$ cat src/hazardPkg.sv
package hazardPkg;

    ////////////////////////////////////////////////////////////
    // widths and base types
    ////////////////////////////////////////////////////////////
    localparam int wordW = 32;
    localparam int regW  = 5;
    localparam int timeW = 2;

    typedef logic [wordW-1:0] wordT;
    typedef logic [regW-1:0]  regAddrT;
    typedef logic [timeW-1:0] timeT;

    ////////////////////////////////////////////////////////////
    // instruction fields
    ////////////////////////////////////////////////////////////
    localparam logic [5:0] opSpecial = 6'b000000;
    localparam logic [5:0] opRegImm  = 6'b000001;
    localparam logic [5:0] opJ       = 6'b000010;
    localparam logic [5:0] opJal     = 6'b000011;
    localparam logic [5:0] opBeq     = 6'b000100;
    localparam logic [5:0] opBne     = 6'b000101;
    localparam logic [5:0] opBlez    = 6'b000110;
    localparam logic [5:0] opBgtz    = 6'b000111;
    localparam logic [5:0] opAddi    = 6'b001000;
    localparam logic [5:0] opAddiu   = 6'b001001;
    localparam logic [5:0] opSlti    = 6'b001010;
    localparam logic [5:0] opSltiu   = 6'b001011;
    localparam logic [5:0] opAndi    = 6'b001100;
    localparam logic [5:0] opOri     = 6'b001101;
    localparam logic [5:0] opXori    = 6'b001110;
    localparam logic [5:0] opLui     = 6'b001111;
    localparam logic [5:0] opLb      = 6'b100000;
    localparam logic [5:0] opLh      = 6'b100001;
    localparam logic [5:0] opLw      = 6'b100011;
    localparam logic [5:0] opLbu     = 6'b100100;
    localparam logic [5:0] opLhu     = 6'b100101;
    localparam logic [5:0] opSb      = 6'b101000;
    localparam logic [5:0] opSh      = 6'b101001;
    localparam logic [5:0] opSw      = 6'b101011;

    localparam logic [5:0] fnSll  = 6'b000000;
    localparam logic [5:0] fnSrl  = 6'b000010;
    localparam logic [5:0] fnSra  = 6'b000011;
    localparam logic [5:0] fnSllv = 6'b000100;
    localparam logic [5:0] fnSrlv = 6'b000110;
    localparam logic [5:0] fnSrav = 6'b000111;
    localparam logic [5:0] fnJr   = 6'b001000;
    localparam logic [5:0] fnJalr = 6'b001001;
    localparam logic [5:0] fnAdd  = 6'b100000;
    localparam logic [5:0] fnAddu = 6'b100001;
    localparam logic [5:0] fnSub  = 6'b100010;
    localparam logic [5:0] fnSubu = 6'b100011;
    localparam logic [5:0] fnAnd  = 6'b100100;
    localparam logic [5:0] fnOr   = 6'b100101;
    localparam logic [5:0] fnXor  = 6'b100110;
    localparam logic [5:0] fnNor  = 6'b100111;
    localparam logic [5:0] fnSlt  = 6'b101010;
    localparam logic [5:0] fnSltu = 6'b101011;

    localparam regAddrT rtBltz = 5'b00000; // regimm selects in the rt field
    localparam regAddrT rtBgez = 5'b00001;

    localparam regAddrT linkReg    = 5'd31;
    localparam wordT    linkOffset = 32'd8;

    ////////////////////////////////////////////////////////////
    // timing and records
    ////////////////////////////////////////////////////////////
    localparam timeT tuseNever = 2'd3;
    localparam timeT tnewAlu   = 2'd1;
    localparam timeT tnewLoad  = 2'd2;

    typedef enum logic [1:0] {
        kindNone = 2'd0,
        kindLink = 2'd1,
        kindAlu  = 2'd2,
        kindLoad = 2'd3
    } resultKindE;

    typedef struct packed {
        regAddrT    dest;  // 0 means nothing to write
        timeT       tnew;
        resultKindE kind;
        wordT       value;
    } hazRecT;

    typedef struct packed {
        regAddrT rs;
        regAddrT rt;
        timeT    tuse;
    } needT;

    typedef struct packed {
        logic hit;
        wordT data;
    } fwdT;

    typedef struct packed {
        fwdT rs;
        fwdT rt;
    } fwdPairT;

    typedef struct packed {
        logic    en;
        regAddrT addr;
        wordT    data;
    } wbPortT;

    localparam hazRecT bubbleRec = '{dest: '0, tnew: '0, kind: kindNone, value: '0};
    localparam needT   noNeed    = '{rs: '0, rt: '0, tuse: tuseNever};

endpackage
$ cat src/hazardUnit.sv
`timescale 1ns/1ps

module hazardUnit (
    input  logic               clk,
    input  logic               rstN,
    input  hazardPkg::wordT    instrD,
    input  hazardPkg::wordT    pcD,
    input  hazardPkg::wordT    aluOutM,
    input  hazardPkg::wordT    memDataW,
    output logic               stall,
    output hazardPkg::fwdPairT fwdD,
    output hazardPkg::fwdPairT fwdE,
    output hazardPkg::wbPortT  wbWrite
);

    hazardPkg::needT   needD;
    hazardPkg::needT   needE;
    hazardPkg::hazRecT recD;
    hazardPkg::hazRecT recE;
    hazardPkg::hazRecT recM;
    hazardPkg::hazRecT recW;

    ////////////////////////////////////////////////////////////
    // decode side
    ////////////////////////////////////////////////////////////
    instrClassifier classify (.instrD(instrD), .pcD(pcD), .needD(needD), .recD(recD));

    stallControl stallCtl (.needD(needD), .recE(recE), .recM(recM), .stall(stall));

    ////////////////////////////////////////////////////////////
    // record pipeline E -> M -> W
    ////////////////////////////////////////////////////////////
    execTrack execSlot (.clk(clk), .rstN(rstN), .stall(stall), .recD(recD),
                        .needD(needD), .recE(recE), .needE(needE));

    memTrack memSlot (.clk(clk), .rstN(rstN), .recE(recE), .aluOutM(aluOutM),
                      .recM(recM));

    wbTrack wbSlot (.clk(clk), .rstN(rstN), .recM(recM), .memDataW(memDataW),
                    .recW(recW), .wbWrite(wbWrite));

    operandForward forward (.needD(needD), .needE(needE), .recE(recE), .recM(recM),
                            .recW(recW), .fwdD(fwdD), .fwdE(fwdE));

endmodule

$ cat src/operandForward.sv
`timescale 1ns/1ps

module operandForward (
    input  hazardPkg::needT    needD,
    input  hazardPkg::needT    needE,
    input  hazardPkg::hazRecT  recE,
    input  hazardPkg::hazRecT  recM,
    input  hazardPkg::hazRecT  recW,
    output hazardPkg::fwdPairT fwdD,
    output hazardPkg::fwdPairT fwdE
);

    // youngest matching record decides, ready or not
    function automatic hazardPkg::fwdT search(
        input hazardPkg::regAddrT r,
        input hazardPkg::hazRecT  young,
        input hazardPkg::hazRecT  mid,
        input hazardPkg::hazRecT  old
    );
        hazardPkg::hazRecT src;
        logic              found;
        hazardPkg::fwdT    f;
        found = 1'b1;
        src   = old;
        if (young.dest == r) src = young;
        else if (mid.dest == r) src = mid;
        else if (old.dest != r) found = 1'b0;
        f.hit  = found && (r != '0) && (src.tnew == '0); // $0 never hits
        f.data = f.hit ? src.value : '0;
        return f;
    endfunction

    assign fwdD.rs = search(needD.rs, recE, recM, recW);
    assign fwdD.rt = search(needD.rt, recE, recM, recW);

    // execute has nothing younger than M
    assign fwdE.rs = search(needE.rs, hazardPkg::bubbleRec, recM, recW);
    assign fwdE.rt = search(needE.rt, hazardPkg::bubbleRec, recM, recW);

endmodule

$ cat src/wbTrack.sv
`timescale 1ns/1ps

module wbTrack (
    input  logic              clk,
    input  logic              rstN,
    input  hazardPkg::hazRecT recM,
    input  hazardPkg::wordT   memDataW,
    output hazardPkg::hazRecT recW,
    output hazardPkg::wbPortT wbWrite
);

    hazardPkg::hazRecT recQ;

    always_ff @(posedge clk or negedge rstN) begin
        if (!rstN) begin
            recQ <= hazardPkg::bubbleRec;
        end else begin
            recQ <= recM; // already holds aluOutM for alu kinds
        end
    end

    always_comb begin
        recW      = recQ;
        recW.tnew = '0; // everything is ready in W
        if (recQ.kind == hazardPkg::kindLoad) begin
            recW.value = memDataW;
        end
    end

    ////////////////////////////////////////////////////////////
    // register file write port
    ////////////////////////////////////////////////////////////
    assign wbWrite.en   = (recW.dest != '0);
    assign wbWrite.addr = recW.dest;
    assign wbWrite.data = recW.value;

endmodule

$ cat src/memTrack.sv
`timescale 1ns/1ps

module memTrack (
    input  logic              clk,
    input  logic              rstN,
    input  hazardPkg::hazRecT recE,
    input  hazardPkg::wordT   aluOutM,
    output hazardPkg::hazRecT recM
);

    hazardPkg::hazRecT recQ;
    hazardPkg::timeT   agedTnew;

    assign agedTnew = (recE.tnew == '0) ? '0 : recE.tnew - 2'd1; // floor at 0

    always_ff @(posedge clk or negedge rstN) begin
        if (!rstN) begin
            recQ <= hazardPkg::bubbleRec;
        end else begin
            recQ      <= recE;
            recQ.tnew <= agedTnew;
        end
    end

    always_comb begin
        recM = recQ;
        if (recQ.kind == hazardPkg::kindAlu) begin
            recM.value = aluOutM; // alu result now available
            recM.tnew  = '0;
        end
    end

endmodule

$ cat src/execTrack.sv
`timescale 1ns/1ps

module execTrack (
    input  logic              clk,
    input  logic              rstN,
    input  logic              stall,
    input  hazardPkg::hazRecT recD,
    input  hazardPkg::needT   needD,
    output hazardPkg::hazRecT recE,
    output hazardPkg::needT   needE
);

    always_ff @(posedge clk or negedge rstN) begin
        if (!rstN) begin
            recE  <= hazardPkg::bubbleRec;
            needE <= hazardPkg::noNeed;
        end else if (stall) begin
            recE  <= hazardPkg::bubbleRec; // decode holds, E gets a bubble
            needE <= hazardPkg::noNeed;
        end else begin
            recE  <= recD;
            needE <= needD;
        end
    end

endmodule

$ cat src/stallControl.sv
`timescale 1ns/1ps

module stallControl (
    input  hazardPkg::needT   needD,
    input  hazardPkg::hazRecT recE,
    input  hazardPkg::hazRecT recM,
    output logic              stall
);

    // result not ready by the time decode needs it
    function automatic logic tooLate(
        input hazardPkg::regAddrT r,
        input hazardPkg::hazRecT  rec,
        input hazardPkg::timeT    tuse
    );
        return (r != '0) && (r == rec.dest) && (rec.tnew > tuse);
    endfunction

    logic rsLate;
    logic rtLate;

    assign rsLate = tooLate(needD.rs, recE, needD.tuse) ||
                    tooLate(needD.rs, recM, needD.tuse);
    assign rtLate = tooLate(needD.rt, recE, needD.tuse) ||
                    tooLate(needD.rt, recM, needD.tuse);

    assign stall = rsLate || rtLate;

endmodule

$ cat src/instrClassifier.sv
`timescale 1ns/1ps

module instrClassifier (
    input  hazardPkg::wordT   instrD,
    input  hazardPkg::wordT   pcD,
    output hazardPkg::needT   needD,
    output hazardPkg::hazRecT recD
);

    logic [5:0]         opcode;
    logic [5:0]         funct;
    hazardPkg::regAddrT rsF;
    hazardPkg::regAddrT rtF;
    hazardPkg::regAddrT rdF;
    hazardPkg::wordT    linkVal;

    assign opcode  = instrD[31:26];
    assign funct   = instrD[5:0];
    assign rsF     = instrD[25:21];
    assign rtF     = instrD[20:16];
    assign rdF     = instrD[15:11];
    assign linkVal = pcD + hazardPkg::linkOffset;

    always_comb begin
        needD = hazardPkg::noNeed; // nop unless matched below
        recD  = hazardPkg::bubbleRec;
        case (opcode)
            hazardPkg::opSpecial: begin
                case (funct)
                    hazardPkg::fnSll, hazardPkg::fnSrl, hazardPkg::fnSra: begin
                        needD.rt   = rtF; // shamt form reads rt only
                        needD.tuse = 2'd1;
                        recD.dest  = rdF;
                        recD.tnew  = hazardPkg::tnewAlu;
                        recD.kind  = hazardPkg::kindAlu;
                    end
                    hazardPkg::fnSllv, hazardPkg::fnSrlv, hazardPkg::fnSrav,
                    hazardPkg::fnAdd, hazardPkg::fnAddu, hazardPkg::fnSub,
                    hazardPkg::fnSubu, hazardPkg::fnAnd, hazardPkg::fnOr,
                    hazardPkg::fnXor, hazardPkg::fnNor, hazardPkg::fnSlt,
                    hazardPkg::fnSltu: begin
                        needD.rs   = rsF;
                        needD.rt   = rtF;
                        needD.tuse = 2'd1;
                        recD.dest  = rdF;
                        recD.tnew  = hazardPkg::tnewAlu;
                        recD.kind  = hazardPkg::kindAlu;
                    end
                    hazardPkg::fnJr: begin
                        needD.rs   = rsF;
                        needD.tuse = 2'd0; // target read in decode
                    end
                    hazardPkg::fnJalr: begin
                        needD.rs   = rsF;
                        needD.tuse = 2'd0;
                        recD.dest  = rdF;
                        recD.kind  = hazardPkg::kindLink;
                        recD.value = linkVal;
                    end
                    default: ;
                endcase
            end
            hazardPkg::opRegImm: begin
                if (rtF == hazardPkg::rtBltz || rtF == hazardPkg::rtBgez) begin
                    needD.rs   = rsF;
                    needD.tuse = 2'd0;
                end
            end
            hazardPkg::opBeq, hazardPkg::opBne: begin
                needD.rs   = rsF;
                needD.rt   = rtF;
                needD.tuse = 2'd0; // compare in decode
            end
            hazardPkg::opBlez, hazardPkg::opBgtz: begin
                needD.rs   = rsF;
                needD.tuse = 2'd0;
            end
            hazardPkg::opJ: ;
            hazardPkg::opJal: begin
                recD.dest  = hazardPkg::linkReg;
                recD.kind  = hazardPkg::kindLink;
                recD.value = linkVal;
            end
            hazardPkg::opAddi, hazardPkg::opAddiu, hazardPkg::opSlti,
            hazardPkg::opSltiu, hazardPkg::opAndi, hazardPkg::opOri,
            hazardPkg::opXori: begin
                needD.rs   = rsF;
                needD.tuse = 2'd1;
                recD.dest  = rtF;
                recD.tnew  = hazardPkg::tnewAlu;
                recD.kind  = hazardPkg::kindAlu;
            end
            hazardPkg::opLui: begin
                recD.dest = rtF; // no source register
                recD.tnew = hazardPkg::tnewAlu;
                recD.kind = hazardPkg::kindAlu;
            end
            hazardPkg::opLb, hazardPkg::opLh, hazardPkg::opLw,
            hazardPkg::opLbu, hazardPkg::opLhu: begin
                needD.rs   = rsF;
                needD.tuse = 2'd1;
                recD.dest  = rtF;
                recD.tnew  = hazardPkg::tnewLoad;
                recD.kind  = hazardPkg::kindLoad;
            end
            hazardPkg::opSb, hazardPkg::opSh, hazardPkg::opSw: begin
                needD.rs   = rsF; // base only
                needD.tuse = 2'd1;
            end
            default: ;
        endcase
    end

endmodule

$ cat config.mk
export PLATFORM = sky130hd
export DESIGN_NAME = hazardUnit
export DESIGN_NICKNAME = d
export VERILOG_FILES = /design/src/hazardPkg.sv /design/src/hazardUnit.sv /design/src/operandForward.sv /design/src/wbTrack.sv /design/src/memTrack.sv /design/src/execTrack.sv /design/src/stallControl.sv /design/src/instrClassifier.sv
export SDC_FILE = /design/constraint.sdc
export NUM_CORES = 1
export LEC_CHECK = 0
export ABC_CLOCK_PERIOD_IN_PS = 2600
export BUFFER_PORTS_ARGS = -buffer_cell sky130_fd_sc_hd__buf_2
export CAP_MARGIN = 20
export CELL_PAD_IN_SITES_DETAIL_PLACEMENT = 1
export CELL_PAD_IN_SITES_GLOBAL_PLACEMENT = 1
export CORE_UTILIZATION = 35
export DETAILED_ROUTE_END_ITERATION = 7
export GPL_ROUTABILITY_DRIVEN = 0
export PLACE_DENSITY_LB_ADDON = 0.1
export SLEW_MARGIN = 25
export SYNTH_ARGS = -nofsm -noshare
export SYNTH_HDL_FRONTEND = slang
export SYNTH_SLANG_ARGS = --single-unit
export TNS_END_PERCENT = 1
$ cat constraint.sdc
create_clock -name clk -period 2.6 [get_ports clk]
set_input_delay 0.13 -clock clk [delete_from_list [all_inputs] [get_ports clk]]
set_output_delay 0.13 -clock clk [all_outputs]
set_load 0.1 [all_outputs]
==> results of run 1 <==
-- how the worst max path moves through the flow --
stage,from,slack [ns],cells past startpoint,endpoint
after floorplan,instrD[31],-0.59,12,fwdD[0]
after global placement,instrD[30],-0.70,14,execSlot.recE[21]$_DFF_PN0_
after detailed placement,instrD[30],-0.88,14,execSlot.recE[21]$_DFF_PN0_
after CTS,instrD[5],-0.55,13,fwdD[52]
after global routing,memSlot.recM[40]$_DFF_PN0_,-0.65,11,fwdD[43]
final,instrD[5],-0.58,13,fwdD[43]
-- power by group --
group          switching, mW  internal, mW
registers             0.0606          2.10
logic                   2.92          1.53
clock network          0.996          1.28
-- registers in the layout (all words and copies together), names as in the netlist --
name	count
wbSlot.recQ	32
execSlot.recE	41
memSlot.recM	7
memSlot.recQ	34
wbSlot.recW	7
execSlot.needE	10
-- cell type report --
| type | count | area, um^2 |
|---|---|---|
| Inverter | 44 | 167.7 |
| Antenna cell | 5 | 12.51 |
| Sequential cell | 131 | 3286 |
| Fill cell | 2922 | 10630 |
| Timing Repair Buffer | 458 | 5081 |
| Multi-Input combinational cell | 850 | 6974 |
| Clock buffer | 19 | 452.9 |
| Tap cell | 372 | 465.4 |
| Clock inverter | 13 | 102.6 |
-- stage by stage --
stage,util,setup TNS (ns),cell area (um^2)
floorplan,-,-63.79,10570
global placement,0.5524,-57.81,15010
detailed placement,0.5524,-75.67,15010
CTS,0.6015,-52.41,16350
global route,0.6087,-66.75,16540
finish,0.6087,-53.14,16540
-- metal layers --
metal | routed length, um | track usage | vias up | share of wire
met4 | 2196 | 0.1660 | 6 | 0.048
met5 | 40 | 0 | - | 0.00087
met1 | 18310 | 0.3953 | 5295 | 0.40
met2 | 23050 | 0.5570 | 410 | 0.50
met3 | 2418 | 0.05074 | 128 | 0.053
li1 | - | - | 4670 | -
-- logic make-up after synthesis --
family	count (synthesis)	share of synthesized area
and+or+nand+nor	475	0.2193
muxes	97	0.1038
AOI/OAI and AO/OA	212	0.1868
DFF	131	0.3362
buffers and inverters	175	0.09366
adders and majority gates	5	0.006415
xor gates and xnor gates	60	0.05389
-- worst max-delay path, delay by kind of cell --
family / cells / cell delay, ns
AOI/OAI and AO/OA: 6 / 2.00
buffers and inverters: 5 / 0.72
and+or+nand+nor: 2 / 0.17
-- cell usage in the layout, fill, tap and decap left out, types with 10 or more instances in the layout --
| cell | count |
|---|---|
| buf_2 | 157 |
| a221o_1 | 32 |
| xnor2_1 | 28 |
| buf_4 | 121 |
| o21ai_0 | 10 |
| a211oi_4 | 58 |
| nand3_1 | 30 |
| nor2_1 | 133 |
| clkbuf_16 | 17 |
| nor3_1 | 37 |
| nand2_1 | 161 |
| buf_12 | 145 |
| mux2_2 | 33 |
| nor2_4 | 36 |
| xor2_1 | 29 |
| mux2i_1 | 53 |
| dfrtp_1 | 125 |
| a21oi_1 | 10 |
| buf_6 | 19 |
| a211oi_2 | 40 |
| inv_1 | 42 |
-- timing repair --
action | in CTS | in global routing
hold endpoints to repair | 71 | 0
pin swaps | 52 | 8
gates resized for setup | 105 | 38
cloned | 5 | 0
setup endpoints to repair | 182 | 173
hold buffers | 6 | 0
setup buffers | 12 | 0
==> metrics.cfg, run 1 <==
[run_status]
status = complete, but fails checks
violations = negative setup slack

[logic_synthesis]
syn_area_per_cell_um2 = 8.443
synth_top_area_frac = 0.3362
yosys_warnings = 0
yosysMostFrequentCell = nor2_1
synthCells = 1155
syn_nets = 1290
synthDistinctLibCells = 69
synth_flop_cell = dfrtp_1
yosys.area.top_type = dfrtp_1
netlist_top_cells_count = nor2_1, nand2_1, dfrtp_1, a211oi_1, mux2i_1
synth_seq_area_share = 0.3362
async_flop_share = 1.000
synth-seq-cells = 131
synth_edf_count = 0
synthTopCellsByArea = dfrtp_1, nor2_1, mux2i_1, nand2_1, a211oi_1
syn_area_mm2 = 0.009752

[worst_setup_path]
cp.arrival_ns = 3.05
max_stage_delay_ns = 0.46
worst-endpoint-required_ns = 2.47
critPathKind = in2out
crit_fanout = 8
regToRegSetupSlack_ns = 0.08
crit-reg2reg-launch = memSlot.recM[32]$_DFF_PN0_
path_cells = buf_8, buf_6, nor2_2, a2111o_1, o31a_1, a31oi_2, a32oi_4, buf_6, a2111o_1, a211o_4, buf_16, nor2_4, buf_12
slowest_stage = a211o_4
cp-start-kind = input port
end_kind = output pin
rr_endpoint = execSlot.recE[21]$_DFF_PN0_
rr_worst_depth = 10

[routing]
dr.pass1.iters = 5
num_vias = 10510
wl_per_cell_um = 24.32
drc = 0
ant_nets = 0
viasPerCell = 5.554
drtIter0Drc = 725
drt_wl_total_um = 46020

[global_route]
grt_max_degree = 70
grt_pass1_wl_um = 69480
grt_antenna_before_repair = 9
grt_util_all_layers = 0.3252
grt-ovfl-total = 0
grt_pass1_vias = 11390

[cts]
clockBufferDepth = 2
clock_latency_ns = 0.42
clock_sinks = 131
path_clk_slew_ns = 0.06
cts_root_buf = clkbuf_16
cts_tree = done
htreeDepth = 4
cts_buffers = 17

[placed_design]
dpl.hpwl_um = 33460
pre_cts_ws_ns = -0.8791
dp_cells = 1832
port_buffers = 295

[floorplan]
core_mm2 = 0.02718
initial_utilization = 0.3588
io_pins = 301
die_width_um = 168.9
rows = 60
die_h_um = 168.9
dieArea_mm2 = 0.02853

[flow_run]
cap_viol_max_count = 0

[sta]
finalSetupViolations = 133
whs_ns = 0.01306
maxSlewViolCount = 0
slew_headroom = 0.4181
period_share = 1.224
period_needed_ns = 3.183
finalHoldViolCount = 0
setup_slack_ns = -0.5826
worst_pin_slew_ns = 0.8719
fmax_ghz = 0.3142
grt_setup_unrepaired = true
fin_skew_ns = 0.01251

[power]
p_leak_nw = 7.252
vdd_drop_max_mv = 0.2919
total_power_mw = 8.890
powerDensity_mw_per_mm2 = 537.4

[final_layout]
instances_no_fill = 1892
drive_gt1_frac = 0.4832
syn_to_final_growth_pct = 69.63
nets = 1637

[hold_path]
whs_path_depth = 3
hold_class = in2reg
hold_end = wbSlot.recQ[8]$_DFF_PN0_
worstHoldStart = aluOutM[8]

(Power assumes the default switching activity.)
==> inputs of run 2 (changes only) <==
--- a/config.mk
+++ b/config.mk
@@ -10,9 +10,11 @@
 export CAP_MARGIN = 20
 export CELL_PAD_IN_SITES_DETAIL_PLACEMENT = 1
 export CELL_PAD_IN_SITES_GLOBAL_PLACEMENT = 1
+export CORE_MARGIN = 1
 export CORE_UTILIZATION = 35
 export DETAILED_ROUTE_END_ITERATION = 7
 export GPL_ROUTABILITY_DRIVEN = 0
+export MAX_ROUTING_LAYER = met4
 export PLACE_DENSITY_LB_ADDON = 0.1
 export SLEW_MARGIN = 25
 export SYNTH_ARGS = -nofsm -noshare
==> run 2 against run 1 <==
- worst setup slack improved by 0.0023 ns
- core utilization barely moved
- sequential power barely moved
- first-iteration DRC count rose by 10%
- the flow still finishes with violations (negative setup slack)
- worst hold slack improved by 0.0023 ns
- non-clock buffer count did not move
- via count rose by 0.95%
- global-route usage rose by 0.91 points
- cell area barely moved
- largest cell class unchanged
- critical path type unchanged
- clock skew rose by 0.0011 ns
- register-to-register slack barely moved
==> metrics.cfg, run 2 (same netlist as run 1, synthesis figures left out) <==
[floorplan]
dieArea_mm2 = 0.02853  ; unchanged
core_mm2 = 0.02718  ; unchanged
die_h_um = 168.9  ; unchanged
io_pins = 301  ; unchanged
die_width_um = 168.9  ; unchanged
rows = 60  ; unchanged
initial_utilization = 0.3588  ; unchanged

[cts]
cts_buffers = 17  ; unchanged
clock_sinks = 131  ; unchanged
htreeDepth = 4  ; unchanged
cts_root_buf = clkbuf_16
cts_tree = done
clockBufferDepth = 2  ; unchanged
path_clk_slew_ns = 0.06  ; about the same
clock_latency_ns = 0.43  ; about the same

[global_route]
grt_pass1_vias = 11410  ; +0.24%
grt_pass1_wl_um = 69350  ; -0.20%
grt_max_degree = 70  ; unchanged
grt_antenna_before_repair = 9  ; unchanged
grt-ovfl-total = 0  ; unchanged
grt_util_all_layers = 0.3343  ; +0.009149

[power]
sw_frac_of_total = 0.4477  ; about the same
combPwrFrac = 0.501  ; about the same
powerDensity_mw_per_mm2 = 537.5  ; about the same
switching_power_mw = 3.981  ; +0.10%
internal-power_mw = 4.912  ; about the same
vdd_drop_max_mv = 0.2933  ; +0.49%
p_leak_nw = 7.252  ; about the same
seqPwrFrac = 0.242  ; about the same
pwr-share-clk = 0.256  ; about the same

[final_layout]
final_common_cell = nand2_1
final_cell_mix = nand2_1, buf_2, buf_12
utilization = 0.6088  ; about the same
final_area_mm2 = 0.01655  ; about the same
reg_top3 = execSlot.recE (41), memSlot.recQ (34), wbSlot.recQ (32)
syn_to_final_growth_pct = 69.67  ; about the same
fillers = 2926  ; +0.14%
top_register = execSlot.recE
instances_no_fill = 1895  ; +0.16%
nets = 1637  ; unchanged
drive_gt1_frac = 0.4832  ; unchanged
largest_reg_flops = 41  ; unchanged

[routing]
drt_wl_total_um = 46040  ; about the same
dr.pass1.iters = 5  ; unchanged
num_vias = 10610  ; +0.95%
wl_per_cell_um = 24.30  ; -0.11%
drtIter0Drc = 801  ; +10%
viasPerCell = 5.598  ; +0.79%
drc = 0  ; unchanged
ant_nets = 0  ; unchanged

[hold_path]
hold_end = execSlot.recE[11]$_DFF_PN0_
hold_class = in2reg
whs_path_depth = 3  ; unchanged
worstHoldStart = pcD[11]

[worst_setup_path]
path_cells = buf_8, buf_6, nor2_2, a2111o_1, o31a_1, a31oi_2, a32oi_4, buf_6, a2111o_1, a211o_4, buf_16, nor2_4, buf_12
worst-endpoint-required_ns = 2.47  ; about the same
crit_family = compound AO/OA/AOI/OAI gates
rr_worst_depth = 10  ; unchanged
end_kind = output pin
cp.arrival_ns = 3.05  ; about the same
rr_endpoint = execSlot.recE[21]$_DFF_PN0_
crit_fanout = 8  ; unchanged
crit-reg2reg-launch = memSlot.recM[32]$_DFF_PN0_
cp-start-kind = input port
critPathKind = in2out
slowest_stage = a211o_4
max_stage_delay_ns = 0.46  ; about the same
regToRegSetupSlack_ns = 0.09  ; about the same
startpoint = instrD[5]
crit_buf_inv = 5  ; unchanged

[placed_design]
dpl-instance-area_mm2 = 0.01501  ; unchanged
port_buffers = 295  ; unchanged
dpl.hpwl_um = 33460  ; unchanged
dp_cells = 1832  ; unchanged
pre_cts_ws_ns = -0.8791  ; unchanged

[sta]
fmax_ghz = 0.3144  ; about the same
slew_headroom = 0.4146  ; -0.003475
fin_skew_ns = 0.01361  ; +0.001098 ns
grt_setup_unrepaired = true
fin_tns_setup_ns = -52.68  ; +0.4521 ns
setup_slack_ns = -0.5802  ; +0.002330 ns
finalSetupViolations = 134  ; +0.75%
period_needed_ns = 3.180  ; -0.002330 ns
maxSlewViolCount = 0  ; unchanged
finalHoldViolCount = 0  ; unchanged
period_share = 1.223  ; about the same
worst_pin_slew_ns = 0.8771  ; +0.005208 ns

[flow_run]
cap_viol_max_count = 0  ; unchanged

[run_status]
violations = negative setup slack
status = complete, but fails checks

-- run 2: cell count changes in the layout (fill, tap and decap cells not counted) --
cell,previous run,this run
buf_4,121,122
diode_2,5,8
buf_6,19,18
-- run 2: worst max-delay path by stage --
stage,to,slack [ns],cells past startpoint
floorplan,fwdD[0],-0.59,12
global placement,execSlot.recE[21]$_DFF_PN0_,-0.70,14
detailed placement,execSlot.recE[21]$_DFF_PN0_,-0.88,14
CTS,fwdD[52],-0.55,13
global route,fwdD[43],-0.65,11
finish,fwdD[43],-0.58,13
-- run 2: final cells by class --
| cell class | count | area, um^2 | share of cell area |
|---|---|---|---|
| antenna | 8 | 20.02 | 0.001210 |
| sequential | 131 | 3286 | 0.1986 |
| timing repair buffer | 458 | 5077 | 0.3069 |
| clock inverter | 13 | 102.6 | 0.006201 |
| inverter | 44 | 167.7 | 0.01013 |
| multi-input combinational | 850 | 6974 | 0.4215 |
| tap | 372 | 465.4 | 0.02813 |
| clock buffer | 19 | 452.9 | 0.02737 |
-- run 2: stage by stage --
step                      power [mW]  hold slack [ns]
after floorplan                4.748          -0.1656
after global placement         6.110           0.1903
after detailed placement       6.182           0.1867
after CTS                      8.839         0.001322
after global routing           9.155          0.01879
final                          8.893          0.01532
-- run 2: per-layer routing --
layer  routed length, um  GRT usage
met1               18270     0.3931
met2               23190     0.5564
met3                2388    0.05120
met4                2188     0.1676
met5                   0          -
-- run 2: power groups by stage --
stage               Combinational [mW]  Clock (mW)  Sequential, mW
floorplan                         2.59           0            2.15
global placement                  3.92           0            2.19
detailed placement                3.99           0            2.19
CTS                               4.38        2.31            2.15
global route                      4.61        2.39            2.16
finish                            4.46        2.28            2.16
-- run 2: worst register-to-register path, delay by kind of cell (launching register included) --
family                     cells  cell delay, ns
and+or+nand+nor                5            0.98
adders and majority gates      1            0.32
DFF                            1            0.41
AOI/OAI and AO/OA              2            0.44
buffers and inverters          2            0.31
-- run 2: what timing repair did --
item	CTS	global route
hold buffers	6	0
hold endpoints to repair	71	0
pin swaps	52	8
gates cloned	5	0
endpoints found under the setup margin	182	173
gates resized for setup	105	37
setup buffers	12	0
==> inputs of run 3 (changes only) <==
--- a/config.mk
+++ b/config.mk
@@ -15,7 +15,7 @@
 export DETAILED_ROUTE_END_ITERATION = 7
 export GPL_ROUTABILITY_DRIVEN = 0
 export MAX_ROUTING_LAYER = met4
-export PLACE_DENSITY_LB_ADDON = 0.1
+export PLACE_DENSITY = 0.87
 export SLEW_MARGIN = 25
 export SYNTH_ARGS = -nofsm -noshare
 export SYNTH_HDL_FRONTEND = slang
==> run 3 against run 2 <==
- the run ends with negative hold slack, negative setup slack left
- register-to-register slack worse by 0.85 ns
- largest power group unchanged
- sequential power hardly changed
- critical path depth is 5 lower
- via count is 36% higher
- count of clock-buffer cells in the layout is 2 higher
- cell area is 4.6% higher
- worst setup slack worse by 0.73 ns
- cell count is 1.9% higher
- sequential cell count stayed put
- clock power is 26% higher
- wire length is 87% higher
- non-clock buffer count is 14 higher
==> metrics.cfg, run 3 (same netlist as run 1, synthesis figures left out) <==
[run_status]
status = complete, but fails checks
violations = negative hold slack, negative setup slack

[worst_setup_path]
end_kind = output pin
critPathKind = reg2out
cp-start-kind = flop
crit_fanout = 23  ; +15
cp.arrival_ns = 3.78  ; +0.73 ns
worst-endpoint-required_ns = 2.47  ; about the same

[hold_path]
hold_class = in2reg

[placed_design]
pre_cts_ws_ns = -0.5859  ; +0.2932 ns
dp_cells = 1836  ; +0.22%
dpl.hpwl_um = 40780  ; +22%
port_buffers = 295  ; unchanged

[sta]
period_needed_ns = 3.913  ; +0.7332 ns
period_share = 1.505  ; +0.2820
finalSetupViolations = 196  ; +46%
setup_slack_ns = -1.313  ; -0.7332 ns
slew_headroom = 0.3585  ; -0.05618
maxSlewViolCount = 0  ; unchanged
whs_ns = -0.02206  ; -0.03738 ns
finalHoldViolCount = 1  ; +1
grt_setup_unrepaired = true
fin_skew_ns = 0.01974  ; +0.006127 ns
fmax_ghz = 0.2555  ; -19%
worst_pin_slew_ns = 0.9565  ; +0.07945 ns

[global_route]
grt_pass1_vias = 14020  ; +23%
grt_pass1_wl_um = 105000  ; +51%
grt-ovfl-total = 0  ; unchanged
grt_util_all_layers = 0.5393  ; +0.2050
grt_max_degree = 65  ; -7.1%
grt_antenna_before_repair = 21  ; +12

[floorplan]
io_pins = 301  ; unchanged
initial_utilization = 0.3588  ; unchanged
rows = 60  ; unchanged
dieArea_mm2 = 0.02853  ; unchanged
die_h_um = 168.9  ; unchanged
core_mm2 = 0.02718  ; unchanged
die_width_um = 168.9  ; unchanged

[final_layout]
final_cell_mix = buf_12, buf_2, nand2_1
reg_top3 = execSlot.recE (41), memSlot.recQ (34), wbSlot.recQ (32)
syn_to_final_growth_pct = 77.52
instances_no_fill = 1931  ; +1.9%
largest_reg_flops = 41  ; unchanged
nets = 1650  ; +0.79%
drive_gt1_frac = 0.5124  ; +0.02927
top_register = execSlot.recE
final_common_cell = buf_12

[routing]
viasPerCell = 7.453  ; +33%
met3WireLength_um = 14710  ; +520%
drt-met1-wl_um = 25310  ; +39%
num_vias = 14390  ; +36%
routed.top_layer = met4
wl_per_cell_um = 44.56  ; +83%
dr.pass1.iters = 8  ; +3
ant_nets = 0  ; unchanged
drtIter0Drc = 2938  ; +270%
wl_met2_um = 33980  ; +47%
drt_wl_total_um = 86050  ; +87%
drc = 0  ; unchanged

[cts]
cts_root_buf = clkbuf_16
path_clk_slew_ns = 0.08  ; +0.02 ns
cts_tree = done
cts_buffers = 17  ; unchanged
htreeDepth = 4  ; unchanged
clockBufferDepth = 2  ; unchanged
clock_latency_ns = 0.50  ; +0.07 ns
clock_sinks = 131  ; unchanged

[power]
powerDensity_mw_per_mm2 = 597.4  ; +11%
p_leak_nw = 7.306  ; +0.74%
total_power_mw = 10.34  ; +16%
vdd_drop_max_mv = 0.6163  ; +110%

[flow_run]
cap_viol_max_count = 0  ; unchanged

[run 3: metrics by stage]
stage / cell area, um^2 / util / TNS [ns] / hold WS, ns
2_1_floorplan: 10570 / - / -63.79 / -0.1656
3_3_place_gp: 15300 / 0.5630 / -37.33 / 0.1029
3_5_place_dp: 15300 / 0.5630 / -56.83 / 0.1022
4_1_cts: 16810 / 0.6186 / -48.01 / 0.002623
5_1_grt: 17310 / 0.6368 / -118.71 / -0.004250
6_report: 17310 / 0.6370 / -124.26 / -0.02206
[run 3: cell type report]
class | count | area (um^2)
Fill cell | 2818 | 9864
Multi-Input combinational cell | 849 | 7323
Timing Repair Buffer | 472 | 5365
Sequential cell | 131 | 3284
Clock buffer | 21 | 480.5
Tap cell | 372 | 465.4
Inverter | 44 | 165.2
Clock inverter | 11 | 150.1
Antenna cell | 31 | 77.57
[run 3: final timing paths]
kind                                                  start                           to  depth (start not counted)  slack (ns)
worst min-delay path                                pcD[11]  execSlot.recE[11]$_DFF_PN0_                          3       -0.02
worst max register to register   memSlot.recM[32]$_DFF_PN0_  execSlot.needE[4]$_DFF_PN0_                          9       -0.76
min in group asynchronous                              rstN    memSlot.recQ[7]$_DFF_PN0_                          2        0.17
worst max-delay path             memSlot.recM[33]$_DFF_PN0_                      fwdD[1]                          8       -1.31
worst min register to register  execSlot.recE[33]$_DFF_PN0_   memSlot.recM[33]$_DFF_PN0_                          0        0.37
max in group asynchronous                              rstN   memSlot.recQ[18]$_DFF_PN0_                          3        1.43
[run 3: critical path, cell delays in order (launching register included)]
cell      delay [ns]
dfrtp_1         0.52
nor2b_4         0.26
buf_6           0.32
nand2_1         0.38
nand2_1         0.36
nor2_1          0.17
a221o_1         0.55
a211oi_4        0.45
buf_12          0.22
[run 3: what timing repair did]
| action | 4_1_cts | 5_1_grt |
|---|---|---|
| hold buffers | 9 | 1 |
| endpoints found under the hold margin | 51 | 1 |
| cloned | 1 | 2 |
| resized for setup | 134 | 65 |
| pin swaps | 38 | 24 |
| setup buffers | 7 | 12 |
| setup endpoints to repair | 184 | 200 |
[run 3: report_power, final]
| group | internal [mW] | switching, mW |
|---|---|---|
| sequential | 2.09 | 0.0832 |
| combinational | 1.60 | 3.69 |
| clock | 1.62 | 1.25 |
| total | 5.31 | 5.03 |
[run 3: layer usage]
layer	GRT usage	up-vias
met5	-	-
met4	0.4893	0
met3	0.2668	1067
met2	0.7796	1890
met1	0.5326	6707
li1	-	4728
